===== config.mk =====
export PLATFORM = sky130hd
export DESIGN_NAME = mem_stage
export DESIGN_NICKNAME = d
export VERILOG_FILES = /design/src/rtl/cpu_pkg.sv /design/src/rtl/mem_pkg.sv /design/src/rtl/mem_stage.sv
export SDC_FILE = /design/constraint.sdc
export NUM_CORES = 1
export LEC_CHECK = 0
export BUFFER_PORTS_ARGS = -buffer_cell sky130_fd_sc_hd__buf_2
export CAP_MARGIN = 15
export CORE_AREA = 5 5 236 238
export DETAILED_ROUTE_END_ITERATION = 6
export DIE_AREA = 0 0 241 243
export MAX_ROUTING_LAYER = met4
export PLACE_DENSITY = 0.33
export SETUP_SLACK_MARGIN = 0.5
export SYNTH_ARGS = -nofsm -noshare
export SYNTH_HDL_FRONTEND = slang
export SYNTH_SLANG_ARGS = --single-unit

===== constraint.sdc =====
create_clock -name vclk -period 2.5
set_input_delay 0.5 -clock vclk [all_inputs]
set_output_delay 0.5 -clock vclk [all_outputs]
set_load 0.05 [all_outputs]

===== src/rtl/cpu_pkg.sv =====
package cpu_pkg;

	localparam int xlen   = 64;
	localparam int addr_w = 64;

	typedef logic [4:0]        reg_addr_t;
	typedef logic [31:0]       ins_t;
	typedef logic [xlen-1:0]   xdata_t;

	// execute to memory payload
	typedef struct packed {
		logic [addr_w-1:0] pc;
		ins_t              ins;
		xdata_t            alu_result;
		xdata_t            store_data;
		reg_addr_t         rd;
		logic              reg_we;
		logic              mem_we;
		// 0 takes alu_result, 1 takes load data
		logic              wb_sel;
	} exe_mem_t;

	// memory to write-back payload
	typedef struct packed {
		logic [addr_w-1:0] pc;
		ins_t              ins;
		reg_addr_t         rd;
		logic              reg_we;
		xdata_t            wb_data;
	} mem_wb_t;

	// forwarding value seen by decode
	typedef struct packed {
		logic      we;
		reg_addr_t rd;
		xdata_t    data;
	} bypass_t;

endpackage

===== src/rtl/mem_pkg.sv =====
package mem_pkg;

	localparam int mem_words = 512;
	localparam int mem_idx_w = 9;

	// matches funct3[1:0] of the load/store opcodes
	typedef enum logic [1:0] {
		size_b = 2'd0,
		size_h = 2'd1,
		size_w = 2'd2,
		size_d = 2'd3
	} mem_size_t;

	typedef logic [7:0] byte_mask_t;

	function automatic mem_size_t access_size(input cpu_pkg::ins_t ins);
		return mem_size_t'(ins[13:12]);
	endfunction

	// funct3[2] marks lbu/lhu/lwu
	function automatic logic is_unsigned(input cpu_pkg::ins_t ins);
		return ins[14];
	endfunction

	function automatic byte_mask_t size_mask(input mem_size_t size);
		case (size)
			size_b: return 8'h01;
			size_h: return 8'h03;
			size_w: return 8'h0f;
			default: return 8'hff;
		endcase
	endfunction

endpackage


===== src/rtl/mem_stage.sv =====
`timescale 1ns/1ns

module mem_stage (
	input  cpu_pkg::exe_mem_t             in_item,
	input  logic                          in_valid,
	input  logic                          in_fire,
	output logic [mem_pkg::mem_idx_w-1:0] ram_idx,
	input  cpu_pkg::xdata_t               ram_rdata,
	output logic                          ram_we,
	output cpu_pkg::xdata_t               ram_wdata,
	output mem_pkg::byte_mask_t           ram_mask,
	output cpu_pkg::mem_wb_t              out_item,
	output cpu_pkg::bypass_t              early_byp
);

	import cpu_pkg::*;
	import mem_pkg::*;

	mem_size_t size;
	logic      uns;
	logic [2:0] offset;
	logic [5:0] shamt;
	xdata_t    lane;
	xdata_t    load_val;
	xdata_t    wb_data;

	assign size   = access_size(in_item.ins);
	assign uns    = is_unsigned(in_item.ins);
	assign offset = in_item.alu_result[2:0];
	assign shamt  = {offset, 3'b000};

	// word index drops the byte offset bits
	assign ram_idx = in_item.alu_result[mem_idx_w+2:3];

	// store path
	assign ram_we    = in_item.mem_we && in_fire;
	assign ram_wdata = in_item.store_data << shamt;
	assign ram_mask  = size_mask(size) << offset;

	// load path, lane moved down to bit 0 first
	assign lane = ram_rdata >> shamt;

	always_comb begin
		case (size)
			size_b: begin
				if (uns) begin
					load_val = {{(xlen-8){1'b0}}, lane[7:0]};
				end else begin
					load_val = {{(xlen-8){lane[7]}}, lane[7:0]};
				end
			end
			size_h: begin
				if (uns) begin
					load_val = {{(xlen-16){1'b0}}, lane[15:0]};
				end else begin
					load_val = {{(xlen-16){lane[15]}}, lane[15:0]};
				end
			end
			size_w: begin
				if (uns) begin
					load_val = {{(xlen-32){1'b0}}, lane[31:0]};
				end else begin
					load_val = {{(xlen-32){lane[31]}}, lane[31:0]};
				end
			end
			default: begin
				load_val = lane;
			end
		endcase
	end

	assign wb_data = in_item.wb_sel ? load_val : in_item.alu_result;

	always_comb begin
		out_item.pc      = in_item.pc;
		out_item.ins     = in_item.ins;
		out_item.rd      = in_item.rd;
		out_item.reg_we  = in_item.reg_we;
		out_item.wb_data = wb_data;
	end

	// early forward carries the final write-back value
	always_comb begin
		early_byp.we   = in_item.reg_we && in_valid;
		early_byp.rd   = in_item.rd;
		early_byp.data = wb_data;
	end

endmodule


Word-level counts from Yosys, hierarchy flattened --
Cells that the tools add are included.
Storage, ports and cells: output and inout bits 318, register bits 0, logic and storage cells 14
Operators by class: mux-type cells 6, reductions and logical operators 3, eq/ne operators 2, shifts and indexed selects 3
Operators by type and width (count):
- 64-bit 2-to-1 mux | 4
- 64-bit case mux with 3 select lines | 1
- 64-bit by 6-bit left shift with 64-bit output | 1
- 64-bit by 6-bit right shift with 64-bit output | 1
- 8-bit case mux with 3 select lines | 1
- 8-bit by 3-bit left shift with 8-bit output | 1
- 2-bit by 1-bit == test with 1-bit output, second input constant | 1
- 2-bit == test, second input constant | 1
- 1-bit logical AND | 2
- 2-bit logical NOT | 1

Logic depth before layout (Yosys ltp) --
word-level depth 4, mapped depth 10, mapped depth without buffers 4

Least setup slack after synthesis --
Ideal clock, no wire load.
kind input port to output port, start point in in_item[72] (netlist bit), end point out out_item[16] (netlist bit), stages on the path 8, slack -1.043 ns, data arrival time 3.043 ns, buffers on the path 4, cells stage by stage buf_4 > buf_6 > mux2i_1 > mux4_2 > a2bb2oi_2 > buf_2 > a31oi_1 > buf_4
RTL lines:
- start, declared | line mem_stage.sv:4 | input cpu_pkg::exe_mem_t in_item,
- end, declared | line mem_stage.sv:12 | output cpu_pkg::mem_wb_t out_item,

==> flow_metrics.tcl <==
set metrics [dict create \
    required_ps 2000 \
    grt.total_usage 0.1462 \
    muxShareOfSynthArea 0.2837 \
    synth-xor-area-share 0 \
    seq_cell_count 0 \
    hold_class "in2out" \
    pre_cts_ws_ps -650.5 \
    antenna_found_initial 14 \
    max_freq_ghz 0.3501 \
    chipHeight_um 243 \
    syn_nets 1149 \
    cpMostUsedCell "buf_12" \
    detail_route.first_pass.iterations 4 \
    timing.max_cap.violations 0 \
    cp_max_fo 6 \
    ant_nets 0 \
    grt_max_degree 45 \
    synth_area_um2 5831 \
    slew_violations 0 \
    swShare 0.5777 \
    drt_iter0_drc 233 \
    io-pin-count 616 \
    synthMostInstantiatedCell "buf_4" \
    grt_pass1_wl_um 62020 \
    die_x_um 241 \
    drc 0 \
    yosys-top-cells-count "buf_4, nor2_1, mux2i_1, nand2_1, clkbuf_1" \
    violations "setup timing" \
    max_slew.worst_pin.slew_ps 785.3 \
    p_switching_mw 2.555 \
    fin_crit_ps 2857 \
    yosys.area_share.adder 0 \
    worst_slack_ps -356.5 \
    vias_per_cell 4.058 \
    synth_area_leaders "buf_4, mux2i_1, nor2_1, mux4_2, mux2_2" \
    clkPwrFrac 0 \
    p_leak_nw 5.636 \
    synth.top_cell.area_share 0.2369 \
    worstSetupStartpointType "input port" \
    setup_viol_count_final 175 \
    finalPower_mw 4.422 \
    overflow 0 \
    hold_viol 0 \
    synth_warnings 0 \
    die_area_um2 58560 \
    slowest_delay_ps 520 \
    p_comb_frac 1.000 \
    fin_util 0.2649 \
    wl_per_cell_um 22.80 \
    placement.io_buffers 415 \
    synth_top_cell_by_area "buf_4" \
    min_period_over_period 1.143 \
    row_count 85 \
    initial_core_util 0.1092 \
    worst_ir_drop_vdd_v 0.0001700 \
    num-clock-buffers 0 \
    avgSynthCellArea_um2 6.851 \
    criticalPathCategory "in2out" \
    synthSimpleGateAreaFrac 0.2077 \
    internal_power_mw 1.868 \
    place.gp.congestion 0.8210 \
    synth_compound_area_frac 0.2139 \
    path_cells "buf_12 -> mux2_4 -> mux4_2 -> a2bb2oi_4 -> buf_12 -> buf_16 -> buf_12 -> a41oi_4 -> buf_6" \
    power_density_nw_per_um2 312.7 \
    vias 7877 \
    areaGrowthSynthToFinish_pct 142.5 \
    regArea_um2 0 \
    relSlewSlack 0.4759 \
    grt_pass1_vias 8477 \
    coreArea_um2 53390 \
    drive_above_1_share 0.7796 \
    netlist_instances 851 \
    wirelength_um 44260 \
    synth_top_family_by_area "buffers and inverters" \
    worst_ep_arrival_time_ps 2360 \
    synth_cell_type_count 46 \
    cp-end-kind "output port" \
    yosysSeqAreaShare 0 \
    rsz0062_at_grt "true" \
    seq_power_share 0 \
    hpwlAfterDp_um 35620 \
    slowest_stage "mux4_2" \
    nNetsFinal 1534 \
    status "complete, but fails checks" \
]
==> worst paths after layout <==
check / from / end / depth (start not counted)
worst min-delay path: in_item[190] / out_item[124] / 0
worst max-delay path: in_item[72] / early_byp[36] / 9
==> timing repair <==
action,CTS,global route
setup endpoints to repair,200,200
pin swaps,86,44
gates cloned,18,0
hold buffers,0,0
setup buffers,44,16
hold endpoints to repair,0,0
resized for setup,594,77
==> layer usage <==
metal	vias to the layer above	wire [um]	track usage
met2	370	22820	0.2613
met5	-	0	-
li1	3646	-	-
met1	3789	17500	0.1691
met3	72	3019	0.03292
met4	0	918	0.02506
==> layout make-up <==
class                      instances  area, um2
timing repair buffer             640       6410
fill                            5716      39250
multi-input combinational        592       6825
tap                              696      870.8
inverter                           2      7.507
antenna                           11      27.53
==> layout by cell type, fill, tap and decap left out, drive strengths merged, types with 2 or more instances in the layout <==
cell / count
a21oi: 41
a31oi: 19
a41oi: 32
and2: 10
and3: 2
buf: 639
diode: 11
inv: 2
mux2: 27
mux2i: 103
mux4: 14
nand2: 60
nand2b: 15
nand3: 14
nand4b: 2
nor2: 160
nor2b: 5
nor3b: 3
o21ai: 27
o22a: 7
o22ai: 17
o2bb2ai: 7
o32ai: 8
or2: 4
or2b: 3
==> power groups by stage <==
stage | clock network, mW | logic (mW) | registers [mW]
after global routing | 0.000000591 | 4.62 | 0
final | 0.000000593 | 4.42 | 0
after global placement | 0 | 3.52 | 0
after floorplan | 0 | 2.99 | 0
after detailed placement | 0 | 3.52 | 0
after CTS | 0 | 4.37 | 0
==> kinds of logic after synthesis <==
kind of cell	count (synthesis)
mux	144
buf+inv	260
compound gates	166
simple gates	281
==> metrics by stage <==
stage	hold WS [ps]	area [um2]	std cells	setup TNS (ps)
5_1_grt	1000	14140	1941	-49510
2_1_floorplan	1167	7894	851	-40660
6_report	1000	14140	1941	-40010
3_5_place_dp	1000	10600	1852	-66970
3_3_place_gp	1000	10600	1852	-64830
4_1_cts	1000	13680	1914	-38000
==> worst max-delay path, delay by kind of cell <==
kind            cells  cell delay [ps]
mux                 2              820
buf+inv             5              710
compound gates      2              310
Power figures use the tool's default switching activity.
